$ cat src/logic/routerPkg.sv
`default_nettype none

package routerPkg;

  // five inputs of the mesh router
  localparam int NUM_PORTS = 5;

  // width of a port index
  localparam int PORT_W_BITS = 3;

  localparam logic [PORT_W_BITS-1:0] PORT_L = 3'd0; // local
  localparam logic [PORT_W_BITS-1:0] PORT_N = 3'd1;
  localparam logic [PORT_W_BITS-1:0] PORT_E = 3'd2;
  localparam logic [PORT_W_BITS-1:0] PORT_W = 3'd3;
  localparam logic [PORT_W_BITS-1:0] PORT_S = 3'd4;

  // flit id codes, one-hot
  localparam int FLIT_ID_W = 3;

  localparam logic [FLIT_ID_W-1:0] ID_HEAD = 3'b001;
  localparam logic [FLIT_ID_W-1:0] ID_BODY = 3'b010;
  localparam logic [FLIT_ID_W-1:0] ID_TAIL = 3'b100;

  // packet length in the low bits of the header data word,
  // counted in flits with the header included
  localparam int LEN_W = 12;

endpackage

`default_nettype wire

$ cat src/logic/flitFifo.sv
`default_nettype none

module flitFifo #(
  parameter int DATA_W = 16,
  parameter int DEPTH  = 4
) (
  input  logic                            clk,
  input  logic                            rst,
  input  logic                            inValid,
  input  logic [routerPkg::FLIT_ID_W-1:0] inId,
  input  logic [DATA_W-1:0]               inData,
  input  logic                            take,
  output logic                            inReady,
  output logic                            headValid,
  output logic [routerPkg::FLIT_ID_W-1:0] headId,
  output logic [DATA_W-1:0]               headData
);
  import routerPkg::*;

  localparam int ADDR_W = $clog2(DEPTH);

  logic [FLIT_ID_W-1:0] idMem [DEPTH];
  logic [DATA_W-1:0]    dataMem [DEPTH];
  logic [ADDR_W-1:0]    wrPtr;
  logic [ADDR_W-1:0]    rdPtr;
  logic [ADDR_W:0]      count;
  logic                 push;

  assign inReady   = count != (ADDR_W + 1)'(DEPTH);
  assign headValid = count != '0;
  assign headId    = idMem[rdPtr];
  assign headData  = dataMem[rdPtr];
  assign push      = inValid && inReady;

  always_ff @(posedge clk)
  begin
    if (push)
    begin
      idMem[wrPtr]   <= inId;
      dataMem[wrPtr] <= inData;
    end
  end

  // pointers wrap by themselves, depth is a power of two
  always_ff @(posedge clk)
  begin
    if (rst)
    begin
      wrPtr <= '0;
      rdPtr <= '0;
      count <= '0;
    end
    else
    begin
      if (push)
        wrPtr <= wrPtr + 1'b1;
      if (take)
        rdPtr <= rdPtr + 1'b1;
      case ({push, take})
        2'b10:   count <= count + 1'b1;
        2'b01:   count <= count - 1'b1;
        default: count <= count;      // both or neither
      endcase
    end
  end

  // the mux must only pop a port that has a flit waiting
  assert property (@(posedge clk) disable iff (rst) take |-> headValid);

endmodule

`default_nettype wire

$ cat src/logic/packetTimer.sv
`default_nettype none

module packetTimer #(
  parameter int DATA_W = 16
) (
  input  logic                            clk,
  input  logic                            rst,
  input  logic                            take,
  input  logic [routerPkg::FLIT_ID_W-1:0] headId,
  input  logic [DATA_W-1:0]               headData,
  output logic                            lastFlit
);
  import routerPkg::*;

  logic [LEN_W-1:0] pktLen;
  logic [LEN_W-1:0] flitCount;
  logic [LEN_W-1:0] nextCount;
  logic [LEN_W-1:0] headLen;
  logic             isHead;

  assign isHead  = headId == ID_HEAD;
  assign headLen = headData[LEN_W-1:0];

  // a header restarts the count at one
  assign nextCount = isHead ? LEN_W'(1) : flitCount + 1'b1;

  // length comes from the header itself when the header is the flit taken now
  assign lastFlit = take && (nextCount == (isHead ? headLen : pktLen));

  always_ff @(posedge clk)
  begin
    if (rst)
    begin
      pktLen    <= '0;
      flitCount <= '0;
    end
    else if (take)
    begin
      flitCount <= nextCount;
      if (isHead)
        pktLen <= headLen;
    end
  end

  // zero length would hold the output forever
  assert property (@(posedge clk) disable iff (rst) (take && isHead) |-> headLen != '0);

endmodule

`default_nettype wire

$ cat src/logic/outputArbiter.sv
`default_nettype none

module outputArbiter (
  input  logic                            clk,
  input  logic                            rst,
  input  logic [routerPkg::NUM_PORTS-1:0] req,
  input  logic [routerPkg::NUM_PORTS-1:0] lastFlit,
  output logic [routerPkg::NUM_PORTS-1:0] grant
);
  import routerPkg::*;

  typedef enum logic {
    IDLE,
    LOCKED
  } arbState;

  arbState                state;
  arbState                stateNext;
  logic [NUM_PORTS-1:0]   grantNext;
  logic [PORT_W_BITS-1:0] lastServed;
  logic [PORT_W_BITS-1:0] lastServedNext;
  logic [NUM_PORTS-1:0]   reqEff;
  logic                   packetDone;
  logic                   pickValid;
  logic [PORT_W_BITS-1:0] pickIdx;

  assign packetDone = |(lastFlit & grant);

  // a port sending its final flit now drops out of this pick
  assign reqEff = req & ~lastFlit;

  // round robin scan, starting one past the last served port
  always_comb
  begin
    int cand;
    pickValid = 1'b0;
    pickIdx   = lastServed;
    for (int i = 1; i <= NUM_PORTS; i++)
    begin
      cand = (int'(lastServed) + i) % NUM_PORTS;
      if (!pickValid && reqEff[cand])
      begin
        pickValid = 1'b1;
        pickIdx   = PORT_W_BITS'(cand);
      end
    end
  end

  always_comb
  begin
    stateNext      = state;
    grantNext      = grant;
    lastServedNext = lastServed;
    case (state)
      IDLE:
      begin
        if (pickValid)
        begin
          stateNext      = LOCKED;
          grantNext      = NUM_PORTS'(1) << pickIdx;
          lastServedNext = pickIdx;
        end
      end
      LOCKED:
      begin
        // held until the packet's last flit leaves, even when req drops
        if (packetDone)
        begin
          if (pickValid)
          begin
            grantNext      = NUM_PORTS'(1) << pickIdx;
            lastServedNext = pickIdx;
          end
          else
          begin
            stateNext = IDLE;
            grantNext = '0;
          end
        end
      end
    endcase
  end

  always_ff @(posedge clk)
  begin
    if (rst)
    begin
      state      <= IDLE;
      grant      <= '0;
      lastServed <= PORT_S; // first scan then starts at PORT_L
    end
    else
    begin
      state      <= stateNext;
      grant      <= grantNext;
      lastServed <= lastServedNext;
    end
  end

  assert property (@(posedge clk) disable iff (rst) $onehot0(grant));

endmodule

`default_nettype wire

$ cat src/logic/outputMux.sv
`default_nettype none

module outputMux #(
  parameter int DATA_W = 16
) (
  input  logic                                                   clk,
  input  logic                                                   rst,
  input  logic [routerPkg::NUM_PORTS-1:0]                        grant,
  input  logic [routerPkg::NUM_PORTS-1:0]                        headValid,
  input  logic [routerPkg::NUM_PORTS-1:0][routerPkg::FLIT_ID_W-1:0] headId,
  input  logic [routerPkg::NUM_PORTS-1:0][DATA_W-1:0]            headData,
  input  logic                                                   outReady,
  output logic [routerPkg::NUM_PORTS-1:0]                        take,
  output logic                                                   outValid,
  output logic [routerPkg::FLIT_ID_W-1:0]                        outId,
  output logic [DATA_W-1:0]                                      outData,
  output logic [routerPkg::PORT_W_BITS-1:0]                      outPort
);
  import routerPkg::*;

  logic [FLIT_ID_W-1:0]   selId;
  logic [DATA_W-1:0]      selData;
  logic [PORT_W_BITS-1:0] selPort;
  logic                   canLoad;

  // grant is one-hot so at most one port matches
  always_comb
  begin
    selId   = '0;
    selData = '0;
    selPort = '0;
    for (int p = 0; p < NUM_PORTS; p++)
    begin
      if (grant[p])
      begin
        selId   = headId[p];
        selData = headData[p];
        selPort = PORT_W_BITS'(p);
      end
    end
  end

  assign canLoad = !outValid || outReady; // register empty or draining
  assign take    = grant & headValid & {NUM_PORTS{canLoad}};

  always_ff @(posedge clk)
  begin
    if (rst)
      outValid <= 1'b0;
    else if (canLoad)
      outValid <= |take;
  end

  always_ff @(posedge clk)
  begin
    if (|take)
    begin
      outId   <= selId;
      outData <= selData;
      outPort <= selPort;
    end
  end

  assert property (@(posedge clk) disable iff (rst)
    (outValid && !outReady) |=>
      (outValid && $stable(outId) && $stable(outData) && $stable(outPort)));

endmodule

`default_nettype wire

$ cat src/logic/routerOutput.sv
`default_nettype none

module routerOutput #(
  parameter int DATA_W = 16,
  parameter int DEPTH  = 4
) (
  input  logic                                                   clk,
  input  logic                                                   rst,
  input  logic [routerPkg::NUM_PORTS-1:0]                        inValid,
  input  logic [routerPkg::NUM_PORTS-1:0][routerPkg::FLIT_ID_W-1:0] inId,
  input  logic [routerPkg::NUM_PORTS-1:0][DATA_W-1:0]            inData,
  input  logic                                                   outReady,
  output logic [routerPkg::NUM_PORTS-1:0]                        inReady,
  output logic                                                   outValid,
  output logic [routerPkg::FLIT_ID_W-1:0]                        outId,
  output logic [DATA_W-1:0]                                      outData,
  output logic [routerPkg::PORT_W_BITS-1:0]                      outPort
);
  import routerPkg::*;

  logic [NUM_PORTS-1:0]                headValid;
  logic [NUM_PORTS-1:0][FLIT_ID_W-1:0] headId;
  logic [NUM_PORTS-1:0][DATA_W-1:0]    headData;
  logic [NUM_PORTS-1:0]                take;
  logic [NUM_PORTS-1:0]                lastFlit;
  logic [NUM_PORTS-1:0]                grant;

  // one buffer and one length tracker per input
  for (genvar p = 0; p < NUM_PORTS; p++)
  begin : gPort
    flitFifo #(
      .DATA_W(DATA_W),
      .DEPTH (DEPTH)
    ) i_fifo (
      .clk      (clk),
      .rst      (rst),
      .inValid  (inValid[p]),
      .inId     (inId[p]),
      .inData   (inData[p]),
      .take     (take[p]),
      .inReady  (inReady[p]),
      .headValid(headValid[p]),
      .headId   (headId[p]),
      .headData (headData[p])
    );

    packetTimer #(
      .DATA_W(DATA_W)
    ) i_timer (
      .clk     (clk),
      .rst     (rst),
      .take    (take[p]),
      .headId  (headId[p]),
      .headData(headData[p]),
      .lastFlit(lastFlit[p])
    );
  end

  outputArbiter i_arbiter (
    .clk     (clk),
    .rst     (rst),
    .req     (headValid), // a waiting flit is a request
    .lastFlit(lastFlit),
    .grant   (grant)
  );

  outputMux #(
    .DATA_W(DATA_W)
  ) i_mux (
    .clk      (clk),
    .rst      (rst),
    .grant    (grant),
    .headValid(headValid),
    .headId   (headId),
    .headData (headData),
    .outReady (outReady),
    .take     (take),
    .outValid (outValid),
    .outId    (outId),
    .outData  (outData),
    .outPort  (outPort)
  );

endmodule

`default_nettype wire

$ cat config.mk
export PLATFORM = sky130hd
export DESIGN_NAME = routerOutput
export DESIGN_NICKNAME = d
export VERILOG_FILES = /design/src/logic/routerPkg.sv /design/src/logic/flitFifo.sv /design/src/logic/packetTimer.sv /design/src/logic/outputArbiter.sv /design/src/logic/outputMux.sv /design/src/logic/routerOutput.sv
export SDC_FILE = /design/constraint.sdc
export NUM_CORES = 1
export LEC_CHECK = 0
export ABC_AREA = 1
export BUFFER_PORTS_ARGS = -buffer_cell sky130_fd_sc_hd__buf_2
export CORE_UTILIZATION = 56
export DETAILED_ROUTE_END_ITERATION = 6
export GPL_TIMING_DRIVEN = 0
export PLACE_DENSITY = 0.77
export SYNTH_ARGS = -nofsm -noshare
export SYNTH_HDL_FRONTEND = slang
export SYNTH_SLANG_ARGS = --single-unit
$ cat constraint.sdc
create_clock -name clk -period 3.9 [get_ports clk]
set_input_delay 0.195 -clock clk [delete_from_list [all_inputs] [get_ports clk]]
set_output_delay 0.195 -clock clk [all_outputs]
set_load 0.01 [all_outputs]
* Yosys cells after proc, flatten, opt, wreduce, memory -nomap -nowiden
Memories as Yosys holds them, arrays and structs flattened. A register that Yosys moved wholly into a read port is not among the register bits.
Index checks and enable logic that the tools add are counted.
** Storage, ports and cells
- Bits in writable memories :: 380
- Memories :: 10
- Bits of input ports :: 103
- Register bits :: 187
- Word-level logic and storage cells :: 242
- Output and inout bits :: 28
** Operators by class
- Shift-type cells :: 1
- $lt $le $gt $ge :: 5
- Multiplexer cells :: 93
- Equality and inequality tests :: 27
- Reduce and logical (&&, ||, !) cells :: 33
- Divide/modulo/power cells :: 5
- Bitwise gates (word level) :: 6
- $add $sub $neg :: 30
** Memory list
- gPort[0].i_fifo.dataMem :: words 4, bits a word 16, read ports 1, clocked after Yosys merged registers in 1, write ports 1, line flitFifo.sv:23 : logic [DATA_W-1:0] dataMem [DEPTH];
- gPort[1].i_fifo.dataMem :: words 4, bits a word 16, read ports 1, clocked after Yosys merged registers in 1, write ports 1, line flitFifo.sv:23
- gPort[2].i_fifo.dataMem :: words 4, bits a word 16, read ports 1, clocked after Yosys merged registers in 1, write ports 1, line flitFifo.sv:23
- gPort[3].i_fifo.dataMem :: words 4, bits a word 16, read ports 1, clocked after Yosys merged registers in 1, write ports 1, line flitFifo.sv:23
- gPort[4].i_fifo.dataMem :: words 4, bits a word 16, read ports 1, clocked after Yosys merged registers in 1, write ports 1, line flitFifo.sv:23
- gPort[0].i_fifo.idMem :: words 4, bits a word 3, read ports 1, clocked after Yosys merged registers in 1, write ports 1, line flitFifo.sv:22 : logic [FLIT_ID_W-1:0] idMem [DEPTH];
- +4 memories
** Operators by type and width (count)
- < comparator 32 x 5 -> 1 bit (second input constant) :: 5
- remainder unit 32 x 4 -> 32 bit (second input constant) :: 5
- 2-to-1 mux 12 bit :: 10
- 2-to-1 mux 16 bit :: 5
- adder 12 x 1 -> 12 bit (second input constant) :: 5
- == test 12 bit :: 5
- 2-to-1 mux 2 bit :: 22
- 2-to-1 mux 3 bit :: 12
- one-hot mux 3 bit (2 select lines) :: 6
- 2-to-1 mux 1 bit :: 28
- adder 2 x 1 -> 2 bit (second input constant) :: 10
- AND 5 bit :: 4
- adder 3 x 1 -> 3 bit (second input constant) :: 5
- binary-select mux 1 bit (select 3 bit) :: 5
- == test 3 x 1 -> 1 bit (second input constant) :: 5
- 2-to-1 mux 5 bit :: 3
- != test 3 bit (second input constant) :: 5
- nonzero test 3 bit :: 5
- subtractor 3 x 1 -> 3 bit (second input constant) :: 5
- logical AND 1 bit :: 14
- == test 2 x 1 -> 1 bit (second input constant) :: 5
- == test 2 bit (second input constant) :: 5
- one-hot mux 5 bit (2 select lines) :: 1
- nonzero test 2 bit :: 5
- 13 further kinds :: 20

* Logic depth before layout (Yosys ltp)
Gate-level depths: netlist of run 1.
- Depth in word-level cells :: 26
- Mapped depth :: 31
- Gate-level depth less buffers :: 31

* Hierarchy
A second synthesis of run 1 with hierarchy kept.
** Second synthesis, totals
- Cells, all modules :: 3215
- Area total of the unflattened synthesis :: 28583.7 um2
** By module, submodules not included
- flitFifo at gPort[1].i_fifo ... :: seq. area each 2462.4 um2, area each 3320.7 um2, instances 3, cells an instance 248
- packetTimer :: seq. area each 480.5 um2, area each 1651.6 um2, instances 5, cells an instance 281
- flitFifo at gPort[0].i_fifo ... :: seq. area each 2462.4 um2, area each 3321.9 um2, instances 2, cells an instance 247
- outputArbiter :: seq. area each 180.2 um2, area each 2135.8 um2, instances 1, cells an instance 347
- outputMux :: seq. area each 680.7 um2, area each 1584.0 um2, instances 1, cells an instance 225

* Worst setup path before layout of run 1
OpenSTA, ideal clock, no wires.
- Path type :: register to register
- From :: register i_arbiter.lastServed[0]
- To :: register i_arbiter.grant[0] in the netlist's numbering
- Required time :: 3.768 ns
- Buffers on the path :: 1
- Cell stages (with the launch flop) :: 31
- Slack :: -0.182 ns
- Setup time :: 0.132 ns
- Clock period less this slack :: 4.082 ns
- Arrival :: 3.950 ns
- Path through :: dfxtp_1 buf_1 inv_1 ha_1 inv_1 ha_1 inv_1 nand3_1 nand2_1 xor2_1 inv_1 ha_1 inv_1 o21ai_0 nand2_1 xor2_1 inv_1 nand3_1 nand3_1 nand3_1 nand2_1 inv_1 nand3_2 nand2_1 inv_1 nand2_1 nand2_1 nand2_1 nand2_1 nand4_1 a21oi_1
** Between the ends
- Cells in the longest elaborated chain, start to end :: 22
- Elaborated cells between the ends (all ways) :: 50
- Those cells by class :: add/sub: 5; div: 5; eq/ne: 1; shift: 1; mux: 29; reduce/logical: 9
** Ends and longest elaborated chain
- start, declared :: line outputArbiter.sv:20 : logic [PORT_W_BITS-1:0] lastServed;
- start signal, assigned :: line outputArbiter.sv:96 : lastServed <= lastServedNext;
- adder 3 x 1 -> 4 bit :: line outputArbiter.sv:40 : cand = (int'(lastServed) + i) % NUM_PORTS;
- remainder unit 32 x 4 -> 32 bit :: line outputArbiter.sv:40
- binary-select mux 1 bit (select 3 bit) :: line outputArbiter.sv:41 : if (!pickValid && reqEff[cand])
- 2-to-1 mux 1 bit (implied by the code) (2 in series) :: line outputArbiter.sv:41
- 2-to-1 mux 1 bit :: line outputArbiter.sv:41
- logical NOT 1 bit :: line outputArbiter.sv:41
- logical AND 1 bit :: line outputArbiter.sv:41
- 2-to-1 mux 1 bit :: line outputArbiter.sv:41
- [5 not listed]
- 2-to-1 mux 1 bit :: line outputArbiter.sv:41
- logical NOT 1 bit :: line outputArbiter.sv:41
- logical AND 1 bit :: line outputArbiter.sv:41
- 2-to-1 mux 3 bit :: line outputArbiter.sv:41
- << shifter 1 x 3 -> 5 bit :: line outputArbiter.sv:60, outputArbiter.sv:71
- 2-to-1 mux 5 bit :: line outputArbiter.sv:69 : if (pickValid)
- 2-to-1 mux 5 bit :: line outputArbiter.sv:67 : if (packetDone)
- one-hot mux 5 bit (2 select lines) :: line outputArbiter.sv:54 : case (state)
- end signal, assigned :: line outputArbiter.sv:95 : grant <= grantNext;
- end, declared :: line outputArbiter.sv:8 : output logic [routerPkg::NUM_PORTS-1:0] grant
Several ways; a longest one is shown, not always the timed one. The select of a mux whose other input is x is not followed.
A chain may end at the register's enable or synchronous reset.

* Final worst setup path of run 1
- From :: register i_arbiter.lastServed[0]
- To :: register i_arbiter.grant[3] in the netlist's numbering
The elaborated chain is that of the path after synthesis.

==> impl.org, run 1 <==
** Critical path
- Data required time at the worst endpoint :: 4.42 ns
- Critical path capture point type :: flip-flop
- The worst setup path is of the reg -> reg kind.
- Worst reg2reg endpoint :: i_arbiter.grant[3]$_SDFFE_PP0P_
- In this run the worst path has a maximum fanout of 5.
- On the critical path, the stage with the largest delay is an instance of dfxtp_4.
- In this design, the stage delay of the slowest critical-path cell is 0.35 ns.
- CP Launch Type :: flip-flop
- For the worst setup path, the data arrival time is 4.42 ns.
- Measured in cells, the most critical reg-to-reg path has a length of 29.
- Critical path's most frequent cell :: nand2_2
- In this run the register-to-register setup slack is -0.005 ns.
- The worst register-to-register path begins at i_arbiter.lastServed[0]$_SDFFE_PP0P_.

** Clock tree
- Number of buffers created by CTS :: 57
- The H-tree was split into 2 levels.
- Clk pin slew, worst setup/hold paths :: 0.06 ns
- The longest clock path from root to sink contains 3 buffers.
- Clock latency on the worst-skew pair :: 0.64 ns
- In this run the clock root is driven by a clkbuf_16.
- Sink count of the clock tree :: 577
- TritonCTS built the clock tree.

** Routing
- DRT Pass-1 Iters :: 5
- Detail-routed via count per cell :: 5.67
- For this run, design rule violations remaining after detail routing come to 0.
- Iteration-0 DRC Markers :: 2653
- Vias post-DR :: 24000
- The detail route stage leaves a number of antenna-violating nets equal to 0.
- Final routed wirelength across all metal layers :: 80.9 mm
- Average wire length per cell after detail routing :: 19.1 um

** Placed design
- Final weighted congestion in routability-driven placement :: 0.966
- Count of port buffers added during placement :: 130
- Setup WS pre-CTS :: -0.913 ns
- # placed instances :: 3987
- Detailed placement ended at an HPWL of 56.3 mm.

** Die
- The die is 225 um tall.
- 131 I/O pins were placed.
- The die covers 50600 um2.
- The initialized floorplan defines 81 standard-cell rows.
- Die boundary width :: 225 um
- Initial core utilization :: 0.569
- In this run the standard cell core region covers 49000 um2.

** Global routing
- The first global-routing pass estimated 123 mm of wire.
- Initial antenna violation count :: 2
- Via count of the first global-routing pass :: 22700
- Entering global routing, the biggest net connects 24 pins.
- Final global-route overflow total :: 0
- In the global route stage, overall resource usage came out at 0.315.

** STA
- Unrepaired setup endpoints after global routing :: yes
- For the pin with the worst max-slew slack, the measured transition is 1.30 ns.
- Derived from the worst setup path, the maximum achievable clock frequency is 256 MHz.
- Once routing completed, OpenROAD measured the worst setup slack at -0.00463 ns.
- Dividing the final minimum period by the clock period gives 1.00.
- The final hold violation count came to 0.
- Final setup violation count :: 1
- Min Clock Period, post-route :: 3.90 ns
- After routing, the total negative slack on setup checks comes to -0.00463 ns.
- On the final layout, the worst clock skew is 0.0513 ns.
- Pins Over Slew Limit :: 0
- Worst max-slew margin expressed relative to the limit :: 0.133

** Power and ir drop
- Dividing total power by cell area gives a power density of 593 nW/um2.
- VDD sags by at most 0.000593 V.
- The analysis attributes to cell leakage a power of 14.2 nW.

** Cells and area
- Measured on the finished design, the core utilization comes to 0.682.
- In the final layout, the share of cells above drive strength 1 is 0.148.
- Fill cell instance count of the final layout :: 3727
- Relative to the synthesized area, the layout overhead comes to 20.0%.
- After the last flow step, the layout net total stands at 3684.
- Non-Filler Instances :: 4236

** Logic synthesis
- Commonest register cell after synthesis :: edfxtp_1
- Number of flops mapped to enable cells by yosys :: 402
- Post-synthesis sequential element count :: 577
- Warnings from Yosys :: 0
- Syn Nets :: 3337
- A synthesized cell averages 8.77 um2.
- Synth Cell Area :: 27800 um2
- For this run, the register share of the synthesized area comes to 0.560.
- Number of unique standard cell types used by synthesis :: 59
- Gate Count Post-Synth :: 3173
- Synth async-reset ratio :: 0

** Min path
- In this run the most critical hold path is launched from inValid[3].
- In this run the worst hold path is classified as in -> reg.
- Along the worst hold path, the cell count comes to 3.
- Worst hold path endpoint :: gPort[3].i_fifo.wrPtr[1]$_SDFFE_PP0P_

** Status
- The final reports fail on setup timing.
- The run finished, with violations left.

** Run
- Across the run, the number of max-cap violations was 0.
## Yosys cell counts, types with 3 or more instances
master      n  area [um2]
nand4_1    33         206
nor3_1     16        80.1
xor2_1     23         201
buf_1       9        33.8
clkbuf_1   69         259
nand3_2     6        60.1
nand3_1   270        1350
buf_6       7        78.8
buf_2      36         180
clkinv_1    3        11.3
o21ai_0   256        1280
nand2_4     3        33.8
a21oi_1   141         706
nand2_1   806        3030
fa_1        5         100
edfxtp_1  402       12100
inv_1     380        1430
and2_1      3        18.8
o21ai_1    10        50.1
nor2_4      3        33.8
dfxtp_1   175        3500
o21bai_1    8        60.1
o22a_1      7        61.3
inv_2      18        67.6
a31oi_1     8        50.1
nand2_2    10        62.6
ha_1       56         701
a22o_1      4        35.0
buf_4      15         113
o22ai_1    38         238
nor2_1    261         980
o211ai_1   53         398
a21o_1      3        22.5
nand3b_1    6        45.0
## registers in the layout (all words and copies together), names as in the netlist, 5 cells and up, named ones only
register,cells
gPort.i_fifo.wrPtr,10
i_arbiter.grant,5
gPort.i_timer.pktLen,60
gPort.i_fifo.idMem,60
gPort.i_fifo.dataMem,320
gPort.i_fifo.rdPtr,10
gPort.i_fifo.count,15
i_mux.outData,16
gPort.i_timer.flitCount,60
## worst max-delay path by stage
stage	start	endpoint	slack, ns	depth (start not counted)
final	i_arbiter.lastServed[0]$_SDFFE_PP0P_	i_arbiter.grant[3]$_SDFFE_PP0P_	-0.005	29
after global routing	i_arbiter.lastServed[0]$_SDFFE_PP0P_	i_arbiter.grant[2]$_SDFFE_PP0P_	-0.25	29
after CTS	flip-flop	i_arbiter.grant[3]$_SDFFE_PP0P_	0.001	22
after floorplan	i_arbiter.lastServed[0]$_SDFFE_PP0P_	i_arbiter.grant[0]$_SDFFE_PP0P_	0.02	30
after global placement	i_arbiter.lastServed[0]$_SDFFE_PP0P_	i_arbiter.grant[3]$_SDFFE_PP0P_	-0.76	26
after detailed placement	i_arbiter.lastServed[0]$_SDFFE_PP0P_	i_arbiter.grant[3]$_SDFFE_PP0P_	-0.91	28
## routing by layer
layer,wire [um],track usage,part of all wire
met5,0,0,0
met3,6300,0.0419,0.078
met1,33000,0.418,0.41
met2,38700,0.523,0.48
met4,2940,0.125,0.036
## power breakdown
part           internal [W]  total, W  switching [W]  leakage [nW]
Sequential          0.00703   0.00724       0.000216          5.11
Clock               0.00303   0.00545        0.00242         0.892
Combinational       0.00250   0.00711        0.00460          8.15
Total                0.0126    0.0198        0.00724          14.2
## cell type report
class | count | area, um2 | area share
flip-flops and latches | 577 | 15600 | 0.467
multi-input cells | 2059 | 10600 | 0.317
repair buffers | 288 | 2290 | 0.0687
clock buffers | 76 | 1560 | 0.0466
inverters | 401 | 1520 | 0.0455
well taps | 664 | 831 | 0.0249
plain buffers | 136 | 723 | 0.0216
clock inverters | 32 | 295 | 0.00884
diodes | 3 | 7.51 | 0.000225
## logic make-up (layout without fill, tap and decap cells)
family | count (synthesis) | in the layout | synth area share
AND/OR/NAND/NOR | 1428 | 1429 | 0.216
XOR/XNOR | 24 | 24 | 0.00755
buffers and inverters | 538 | 933 | 0.0781
other | 0 | 3 | 0
AO/OA/AOI/OAI | 544 | 544 | 0.109
multiplexers | 1 | 1 | 0.000360
adder cells (fa/ha/maj) | 61 | 61 | 0.0288
flip-flops | 577 | 577 | 0.560
## cells in the final DEF (no fill, tap or decap), types with 36 or more instances in the layout
cell and count:
buf_2 159, nor2_1 231, a21oi_1 135, edfxtp_1 402, dlygate4sd3_1 95, inv_1 367, buf_4 55, dfxtp_1 171
clkbuf_1 66, clkbuf_16 57, o211ai_1 53, nand2_1 782, nand3_1 261, o21ai_0 250, ha_1 46, o22ai_1 36
## timing repair
item / 4_1_cts / 5_1_grt
endpoints found under the hold margin: 380 / 0
resized for setup: 35 / 141
buffers inserted: 13 / 30
cloned: 0 / 1
hold buffers: 95 / 0
pin swaps: 16 / 52
endpoints found under the setup margin: 9 / 10
## worst max-delay path: cells and delay by family (launching register included)
kind	cells	cell delay, ns
AND/OR/NAND/NOR	14	1.33
buffers and inverters	7	0.63
XOR/XNOR	3	0.61
adder cells (fa/ha/maj)	3	0.58
flip-flops	1	0.35
AO/OA/AOI/OAI	2	0.33
## stage by stage
| stage | instance area, um2 | hold slack, ns | total power, W |
|---|---|---|---|
| 6_report | 33400 | 0.117 | 0.0198 |
| 5_1_grt | 33400 | 0.141 | 0.0207 |
| 4_1_cts | 32800 | 0.103 | 0.0186 |
| 3_5_place_dp | 29700 | 0.410 | 0.0128 |
| 3_3_place_gp | 29300 | 0.403 | 0.0125 |
| 2_1_floorplan | 27800 | 0.294 | 0.0112 |
Power figures use the tool's default switching activity.
==> inputs of run 2 (changes only) <==
Settings changed: ABC_AREA 1 to 0.
==> impl.org, run 2 <==
** Die
- The boundary pin count is 131 (unchanged).
- Area inside the core boundary :: 46600 um2 (was 49000 um2)
- Initial core utilization :: 0.569 (about the same)
- Die Footprint :: 48200 um2 (was 50600 um2)
- Row cnt :: 79 (was 81)
- Height of the die :: 219 um (was 225 um)
- The width of the die was 219 um (was 225 um).

** Global routing
- First-pass GRT wire length :: 110 mm (was 123 mm)
- Final global-route overflow total :: 0 (unchanged)
- The maximum number of pins on one net before global-route repair came to 23 (was 24).
- The global-route usage over all layers is 0.305 (was 0.315).
- The number of global-route vias before repair was 18900 (was 22700).
- Initial antenna violation count :: 3 (was 2)

** STA
- Unrepaired setup endpoints after global routing :: yes (unchanged)
- The final hold violation count was 0 (unchanged).
- The max-slew violation count came to 0 (unchanged).
- The final-report setup violation count was 9 (was 1).
- Smallest setup slack after layout :: -0.474 ns (was -0.00463 ns)
- Transition at the pin with the smallest max-transition slack :: 1.33 ns (was 1.30 ns)
- The worst-case hold slack came to 0.0493 ns (was 0.117 ns).
- Maximum operating frequency :: 229 MHz (was 256 MHz)
- Worst max-slew margin expressed relative to the limit :: 0.113 (was 0.133)
- The worst clock skew on the final layout is 0.0173 ns (was 0.0513 ns).
- Min Clock Period, post-route :: 4.37 ns (was 3.90 ns)
- The portion of the clock cycle consumed by the worst path in the final layout came to 1.12 (was 1.00).

** Power and ir drop
- The worst supply voltage drop on vdd came to 0.000618 V (was 0.000593 V).
- The part of the total power dissipated in combinational logic came to 0.330 (was 0.359).
- Net Sw Frac :: 0.319 (was 0.366)
- The leakage dissipation is 10.7 nW (was 14.2 nW).
- The power density over the cells came to 605 nW/um2 (was 593 nW/um2).
- The switching power summed over all nets was 0.00611 W (was 0.00724 W).
- Power Internal :: 0.0130 W (was 0.0126 W)
- Part of the total power dissipated in sequential elements :: 0.374 (was 0.366)
- The clock group share of total power was 0.295 (was 0.275).

** Cells and area
- The register bank with the most flops is gPort.i_fifo.dataMem (unchanged).
- Number of nets in the layout :: 2628 (was 3684)
- Share of final-layout standard cells stronger than drive strength 1 :: 0.201 (was 0.148)
- Most common cell after layout, fill and taps aside :: edfxtp_1 (was nand2_1)
- Largest register FFs :: 320 (unchanged)
- Most used cells in the layout excluding fill and tap cells :: edfxtp_1 (402), nand2_1 (239), a21oi_1 (183) (was nand2_1 (782), edfxtp_1 (402), inv_1 (367))
- The layout overhead on the synthesized area is 19.4% (was 20.0%).
- The final cell count without fillers came to 3120 (was 4236).

** Routing
- Vias post-DR :: 19100 (was 24000)
- The DRC violation count after routing was 0 (unchanged).
- The per-cell via count in the routed design is 6.13 (was 5.67).
- The number of search-and-repair iterations in the first detailed-routing pass came to 5 (unchanged).
- The number of routed nets with antenna violations came to 0 (unchanged).
- The detailed-route wire length per cell was 23.4 um (was 19.1 um).
- Final routed wirelength across all metal layers :: 72.9 mm (was 80.9 mm)
- The number of DRC markers after the initial detailed-route iteration was 2034 (was 2653).

** Logic synthesis
- Warnings from Yosys :: 0 (unchanged)
- The top cell type by total area after synthesis was edfxtp_1 (unchanged).
- List of most frequent post-synthesis cells: edfxtp_1 (402), nand2_1 (242), a21oi_1 (188) (was nand2_1 (806), edfxtp_1 (402), inv_1 (380)).
- Number of flops mapped to enable cells by yosys :: 402 (unchanged)
- The post-synth design cell area is 26500 um2 (was 27800 um2).
- Syn Nets :: 2317 (was 3337)
- The gate count after technology mapping is 2153 (was 3173).
- Main area contributors after synthesis: edfxtp_1 (46%), dfxtp_1 (13%), mux4_2 (8.2%) (was edfxtp_1 (43%), dfxtp_1 (13%), nand2_1 (11%)).
- Synth async-reset ratio :: 0 (unchanged)
- Post-synthesis sequential element count :: 577 (unchanged)
- Commonest register cell after synthesis :: edfxtp_1 (unchanged)
- The most instantiated library cell after synthesis is edfxtp_1 (was nand2_1).
- Number of unique standard cell types used by synthesis :: 85 (was 59)
- The post-synthesis average cell area is 12.3 um2 (was 8.77 um2).
- Sequential area share after synthesis :: 0.588 (was 0.560)
- Fraction of synthesized cell area taken by the top area cell type :: 0.456 (was 0.434)

** Critical path
- The number of buffers and inverters on the critical path is 8 (was 7).
- Largest stage delay on the critical path :: 0.37 ns (was 0.35 ns)
- The startpoint class of the critical path was a flip-flop (unchanged).
- Depth of the worst register-to-register path :: 25 (was 29)
- Maximum net fanout on the critical path :: 6 (was 5)
- Data required time at the worst endpoint :: 4.38 ns (was 4.42 ns)
- Flop-to-flop setup slack :: -0.47 ns (was -0.005 ns)
- The count of cell instances traversed by the critical path was 25 (was 29).
- Startpoint of the lowest-slack register-to-register path :: i_arbiter.lastServed[0]$_SDFFE_PP0P_ (unchanged)
- The class of the most critical setup path is reg -> reg (unchanged).
- The category of the worst setup path capture point was a flip-flop (unchanged).
- The worst flop-to-flop path endpoint is i_arbiter.lastServed[2]$_SDFFE_PP1P_ (was i_arbiter.grant[3]$_SDFFE_PP0P_).
- Master of the slowest instance on the critical path :: dfxtp_4 (unchanged)
- CP Data Arrival Time :: 4.85 ns (was 4.42 ns)
- The kind of cell adding the most delay to the critical path is compound AO/OA/AOI/OAI gates (was simple AND/OR/NAND/NOR gates).

** Min path
- The start point of the worst min-delay path is rst (was inValid[3]).
- Worst hold path endpoint :: i_arbiter.grant[0]$_SDFFE_PP0P_ (was gPort[3].i_fifo.wrPtr[1]$_SDFFE_PP0P_)
- The number of cells traversed by the worst hold path is 3 (unchanged).
- The class of the worst hold path is in -> reg (unchanged).

** Placed design
- The final weighted congestion of routability-driven global placement is 0.925 (was 0.966).
- The instance count after placement with tap cells included was 2890 (was 3987).
- HPWL after DPL :: 47.3 mm (was 56.3 mm)
- The count of input and output buffers came to 130 (unchanged).

** Clock tree
- The H-tree level count is 2 (unchanged).
- The cell chosen for the clock root was clkbuf_16 (unchanged).
- Sink count of the clock tree :: 577 (unchanged)
- Clock latency on the worst-skew pair :: 0.62 ns (was 0.64 ns)
- The largest buffer count on any clock path is 3 (unchanged).
- The TritonCTS buffer count is 56 (was 57).
- Clk pin slew, worst setup/hold paths :: 0.07 ns (was 0.06 ns)
- TritonCTS clock tree :: done (unchanged)

** Status
- Run status: finished, violations left (unchanged).
- Failing checks: setup timing (unchanged).

** Run
- The number of maximum-capacitance violations came to 0 (unchanged).
[run 2: cell types whose count changed after synthesis, moves of 22 or more]
cell | before | now
a21oi_1 | 141 | 188
a22oi_1 | 1 | 38
and3_1 | 1 | 31
buf_2 | 36 | 14
inv_1 | 380 | 63
mux4_2 | 0 | 96
nand2_1 | 806 | 242
nand3_1 | 270 | 44
nor2_1 | 261 | 143
o211ai_1 | 53 | 9
o21ai_0 | 256 | 99
o22ai_1 | 38 | 6
or3_1 | 0 | 30
xnor2_1 | 1 | 68
[run 2: stage by stage]
step                      cell area (um2)   util  setup WS [ns]  setup TNS, ns  total power (W)
after floorplan                     26700      -         -0.418          -2.61           0.0108
after global placement              28100  0.604         -0.943          -7.08           0.0118
after detailed placement            28100  0.604          -1.02          -7.74           0.0120
after CTS                           31400  0.674         -0.373          -2.48           0.0184
after global routing                31600  0.679         -0.640          -5.33           0.0198
final                               31600  0.679         -0.474          -3.68           0.0191
[run 2: final cells by class]
class                           count  area (um2)
Fill cell                        3175       14900
Buffer                            107         552
Tap cell                          607         759
Clock buffer                       61        1440
Antenna cell                        1        2.50
Timing Repair Buffer              259        1890
Multi-Input combinational cell   1397       10700
Clock inverter                     45         464
Sequential cell                   577       15600
Inverter                           66         269
[run 2: cells by family after synthesis]
family,synth area share
AO/OA/AOI/OAI,0.101
adder cells (fa/ha/maj),0.0302
XOR/XNOR,0.0347
buffers and inverters,0.0281
flip-flops,0.588
AND/OR/NAND/NOR,0.126
multiplexers,0.0921
[run 2: power groups by stage]
| stage | combinational, W | clock (W) | sequential, W |
|---|---|---|---|
| after floorplan | 0.00354 | 0 | 0.00722 |
| after global placement | 0.00457 | 0 | 0.00724 |
| after detailed placement | 0.00471 | 0 | 0.00727 |
| after CTS | 0.00555 | 0.00565 | 0.00715 |
| after global routing | 0.00674 | 0.00588 | 0.00718 |
| final | 0.00632 | 0.00565 | 0.00716 |
[run 2: worst max-delay path by stage]
stage,to,startpoint
floorplan,i_arbiter.grant[1]$_SDFFE_PP0P_,i_arbiter.lastServed[0]$_SDFFE_PP0P_
global placement,i_arbiter.grant[3]$_SDFFE_PP0P_,i_arbiter.lastServed[0]$_SDFFE_PP0P_
detailed placement,i_arbiter.grant[3]$_SDFFE_PP0P_,i_arbiter.lastServed[0]$_SDFFE_PP0P_
CTS,i_arbiter.grant[2]$_SDFFE_PP0P_,i_arbiter.lastServed[0]$_SDFFE_PP0P_
global route,i_arbiter.lastServed[2]$_SDFFE_PP1P_,i_arbiter.lastServed[0]$_SDFFE_PP0P_
finish,i_arbiter.lastServed[2]$_SDFFE_PP1P_,i_arbiter.lastServed[0]$_SDFFE_PP0P_
[run 2: worst register-to-register path, delay by kind of cell (launching register included)]
kind / cells / cell delay, ns
compound gates: 7 / 1.23
xor+xnor: 1 / 0.24
fa+ha+maj: 3 / 0.66
buf+inv: 8 / 0.83
flops: 1 / 0.37
mux: 1 / 0.18
simple gates: 5 / 0.70
[run 2: layer usage]
metal / vias to the layer above / global-route usage / share of wire
li1: 8701 / - / -
met2: 862 / 0.506 / 0.49
met1: 9361 / 0.407 / 0.40
met4: 4 / 0.122 / 0.041
met5: - / 0 / 0.00032
met3: 187 / 0.0436 / 0.073
[run 2: what timing repair did]
action | CTS | global route
cloned | 0 | 0
gates resized for setup | 59 | 27
hold endpoints to repair | 380 | 0
setup buffers | 24 | 10
pin swaps | 26 | 26
hold buffers | 95 | 0
endpoints found under the setup margin | 9 | 9
==> inputs of run 3 (changes only) <==
Settings changed: CORE_UTILIZATION 56 to 40, PLACE_DENSITY 0.77 to default, SYNTH_HIERARCHICAL from default to 1.
==> impl.org, run 3 <==
** Status
- Run status :: finished, violations left (unchanged)
- Failing checks: DRC, setup timing (was setup timing).

** Global routing
- GRT Total Usage :: 0.200 (was 0.305)
- Pin count of the biggest net entering global routing :: 38 (was 23)
- The overall overflow remaining after global route was 0 (unchanged).
- The number of global-route vias before repair came to 18100 (was 18900).
- The global-route wire length before repair was 107 mm (was 110 mm).
- Initial antenna violation count :: 4 (was 3)

** Routing
- The number of search-and-repair iterations in the first detailed-routing pass came to 7 (was 5).
- Residual DRC count :: 1 (was 0)
- The detailed-route wire length per cell was 20.6 um (was 23.4 um).
- The per-cell via count in the routed design came to 5.46 (was 6.13).
- Vias post-DR :: 18500 (was 19100)
- The total routed wirelength is 70.0 mm (was 72.9 mm).
- Post-route antenna net violation count :: 0 (unchanged)
- The number of DRC markers after the initial detailed-route iteration is 1197 (was 2034).

** Power and ir drop
- Net Sw Frac :: 0.318 (was 0.319)
- The worst supply voltage drop on vdd was 0.000445 V (was 0.000618 V).
- The power density over the cells came to 578 nW/um2 (was 605 nW/um2).
- Clock network power share :: 0.306 (was 0.295)
- Lkg Pwr :: 11.6 nW (was 10.7 nW)
- Combinational cell fraction of total power :: 0.316 (was 0.330)
- Net switching component of the power :: 0.00606 W (was 0.00611 W)
- Power Internal :: 0.0130 W (about the same)
- Part of the total power dissipated in sequential elements :: 0.377 (was 0.374)
- The overall power of the completed layout was 0.0190 W (was 0.0191 W).

** Min path
- Min-Delay Path Depth :: 3 (unchanged)
- Path class of the lowest-slack min-delay path :: in -> reg (unchanged)

** Logic synthesis
- The share of flip-flops with an asynchronous set or reset after synthesis is 0 (unchanged).
- Gate Count Post-Synth :: 2125 (was 2153)
- The synthesized flop and latch total is 577 (unchanged).
- The post-synthesis average cell area came to 12.8 um2 (was 12.3 um2).
- Number of unique standard cell types used by synthesis :: 97 (was 85)
- Leading area contributor after synthesis :: edfxtp_1 (unchanged)
- The count of flip-flops with a built-in enable after synthesis came to 402 (unchanged).
- The proportion of netlist area held by the largest area contributor came to 0.445 (was 0.456).
- Synth Cell Area :: 27100 um2 (was 26500 um2)
- Commonest register cell after synthesis :: edfxtp_1 (unchanged)
- The post-synthesis sequential area ratio came to 0.574 (was 0.588).
- List of most frequent post-synthesis cells: edfxtp_1 (402), nand2_1 (237), dfxtp_1 (175) (was edfxtp_1 (402), nand2_1 (242), a21oi_1 (188)).
- The post-synth net total is 2295 (was 2317).
- Main area contributors after synthesis :: edfxtp_1 (44%), dfxtp_1 (13%), mux4_1 (4.4%) (was edfxtp_1 (46%), dfxtp_1 (13%), mux4_2 (8.2%))
- The synthesis warning total is 6 (was 0).
- The most instantiated library cell after synthesis was edfxtp_1 (unchanged).

** STA
- Layout Skew :: 0.0315 ns (was 0.0173 ns)
- The fmax was 205 MHz (was 229 MHz).
- Pins Over Slew Limit :: 0 (unchanged)
- Smallest setup slack after layout :: -0.973 ns (was -0.474 ns)
- The normalized max-slew margin came to 0.230 (was 0.113).
- Post-route clock period utilization :: 1.25 (was 1.12)
- The clock period minus final worst setup slack was 4.87 ns (was 4.37 ns).
- Unrepaired setup endpoints after global routing: yes (unchanged).
- The final hold violation count is 0 (unchanged).
- Transition at the pin with the smallest max-transition slack :: 1.15 ns (was 1.33 ns)
- The final-report setup violation count came to 9 (unchanged).
- Fin Setup TNS :: -7.23 ns (was -3.68 ns)

** Cells and area
- The share of post-route cells with drive strength above 1 was 0.220 (was 0.201).
- The most common library cell in the layout ignoring fill and taps is edfxtp_1 (unchanged).
- Layout Utilization :: 0.491 (was 0.679)
- Final instance area :: 33000 um2 (was 31600 um2)
- The layout overhead on the synthesized area is 21.4% (was 19.4%).
- The fill cell instance count of the final layout is 5801 (was 3175).
- The register bank with the most flops is gPort.i_fifo/dataMem (was gPort.i_fifo.dataMem).
- Most used cells in the layout excluding fill and tap cells: edfxtp_1 (402), nand2_1 (236), dfxtp_1 (169) (was edfxtp_1 (402), nand2_1 (239), a21oi_1 (183)).
- The final-stage net count was 2645 (was 2628).
- Largest register FFs :: 320 (unchanged)

** Die
- Die boundary width :: 262 um (was 219 um)
- The height of the die is 262 um (was 219 um).
- The boundary pin count was 131 (unchanged).
- The initial core utilization is 0.404 (was 0.569).
- Die Footprint :: 68900 um2 (was 48200 um2)
- Row cnt :: 95 (was 79)
- The area inside the core boundary came to 67200 um2 (was 46600 um2).

** Placed design
- The count of input and output buffers came to 130 (unchanged).
- Post-place instance area :: 28900 um2 (was 28100 um2)
- The worst slack after detailed placement is -1.88 ns (was -1.02 ns).
- The final weighted congestion of routability-driven global placement came to 0.932 (was 0.925).
- HPWL after DPL :: 49.2 mm (was 47.3 mm)

** Run
- The number of maximum-capacitance violations is 0 (unchanged).

** Clock tree
- Number of buffers between clock root and the deepest sink :: 3 (unchanged)
- The number of sinks driven by the clock tree was 577 (unchanged).
- The clock tree from TritonCTS was done (unchanged).
- Clk pin slew, worst setup/hold paths :: 0.06 ns (was 0.07 ns)
- Clock H-tree levels :: 2 (unchanged)
- Buffer cell driving the clock tree root :: clkbuf_16 (unchanged)
- Number of buffers created by CTS :: 58 (was 56)
- The clock insertion delay at the later pin of the skew report was 0.62 ns (about the same).

** Critical path
- Master of the slowest instance on the critical path :: mux4_2 (was dfxtp_4)
- The kind of cell adding the most delay to the critical path is compound AO/OA/AOI/OAI gates (unchanged).
- The startpoint class of the critical path was a flip-flop (unchanged).
- CP Depth :: 21 (was 25)
- Maximum net fanout on the critical path :: 10 (was 6)
- Largest stage delay on the critical path :: 0.58 ns (was 0.37 ns)
- Depth of the worst register-to-register path :: 21 (was 25)
- Classification of the worst setup path :: reg -> reg (unchanged)
- The data arrival time of the worst path is 5.38 ns (was 4.85 ns).
- The critical path goes through buf_6 > buf_4 > mux4_2 > or3b_4 > buf_6 > nand3_1 > o21ai_0 > o2111ai_2 > nor4_4 > buf_6 > buf_6 > or3b_1 > a211oi_2 > a211oi_2 > a211oi_2 > nor2_1 > and4_4 > o31a_1 > o31ai_4 > nor3_2 > a32o_2.
- In this design, the critical path's most frequently occurring cell is buf_6.
- Data required time at the worst endpoint :: 4.41 ns (was 4.38 ns)
- The number of buffers and inverters on the critical path was 5 (was 8).
- Critical path capture point type :: flip-flop (unchanged)
-- run 3: path summary, 6_finish.rpt --
kind                                              endpoint  slack, ns                                      from
setup / recovery           i_arbiter/grant[0]$_SDFFE_PP0P_      -0.97                                 flip-flop
hold / removal       gPort[1].i_fifo/wrPtr[1]$_SDFFE_PP0P_       0.04                                inValid[1]
setup reg to reg           i_arbiter/grant[0]$_SDFFE_PP0P_      -0.97                                 flip-flop
hold reg to reg   gPort[1].i_timer/pktLen[11]$_SDFFE_PP0P_       0.46  gPort[1].i_timer/pktLen[11]$_SDFFE_PP0P_
-- run 3: repair_timing --
action	CTS	global route
hold buffers	96	0
cloned	0	1
endpoints found under the setup margin	9	9
hold endpoints to repair	381	0
gates resized for setup	91	52
buffers inserted	36	28
pin swaps	20	31
-- run 3: power groups by stage --
stage	combinational, W	clock, W	sequential [W]
6_report	0.00602	0.00583	0.00719
5_1_grt	0.00648	0.00618	0.00721
4_1_cts	0.00544	0.00596	0.00718
3_5_place_dp	0.00482	0	0.00732
3_3_place_gp	0.00475	0	0.00730
2_1_floorplan	0.00353	0	0.00723
-- run 3: worst reg2reg max path: stages, from the launching register on --
cell,delay (ns)
dfxtp_2,0.32
buf_6,0.13
buf_4,0.12
mux4_2,0.58
or3b_4,0.45
buf_6,0.16
nand3_1,0.07
o21ai_0,0.09
o2111ai_2,0.13
nor4_4,0.07
buf_6,0.16
buf_6,0.14
or3b_1,0.36
a211oi_2,0.29
a211oi_2,0.08
a211oi_2,0.32
nor2_1,0.10
and4_4,0.20
o31a_1,0.28
o31ai_4,0.39
nor3_2,0.07
a32o_2,0.26
-- run 3: through the flow --
step,hold WS (ns),instances
after floorplan,0.264,2125
after detailed placement,0.410,3129
after global placement,0.404,3128
final,0.0407,3397
after CTS,0.00177,3368
after global routing,0.0129,3397
-- run 3: cell type report --
type                            count  area (um2)  share of cell area
Inverter                           58         229             0.00695
Buffer                            103         678              0.0206
Multi-Input combinational cell   1386       11200               0.340
Sequential cell                   577       15600               0.473
Antenna cell                        1        2.50           0.0000759
Tap cell                          873        1090              0.0331
Timing Repair Buffer              291        2160              0.0654
Clock buffer                       65        1490              0.0451
Clock inverter                     43         509              0.0155
-- run 3: cell families (layout without fill, tap and decap cells) --
group	count (synthesis)	count (layout)	synth area share
simple gates	688	688	0.129
xor+xnor	118	118	0.0393
flops	577	577	0.574
compound gates	381	381	0.0963
mux	131	131	0.0986
fa+ha+maj	68	68	0.0329
other cells	0	1	0
buf+inv	162	560	0.0296
-- run 3: routing by layer --
layer	routed length, um	share of wire	track usage
met1	31300	0.45	0.280
met2	32900	0.47	0.323
met3	3820	0.055	0.0278
met4	1950	0.028	0.0636
met5	10	0.00014	0
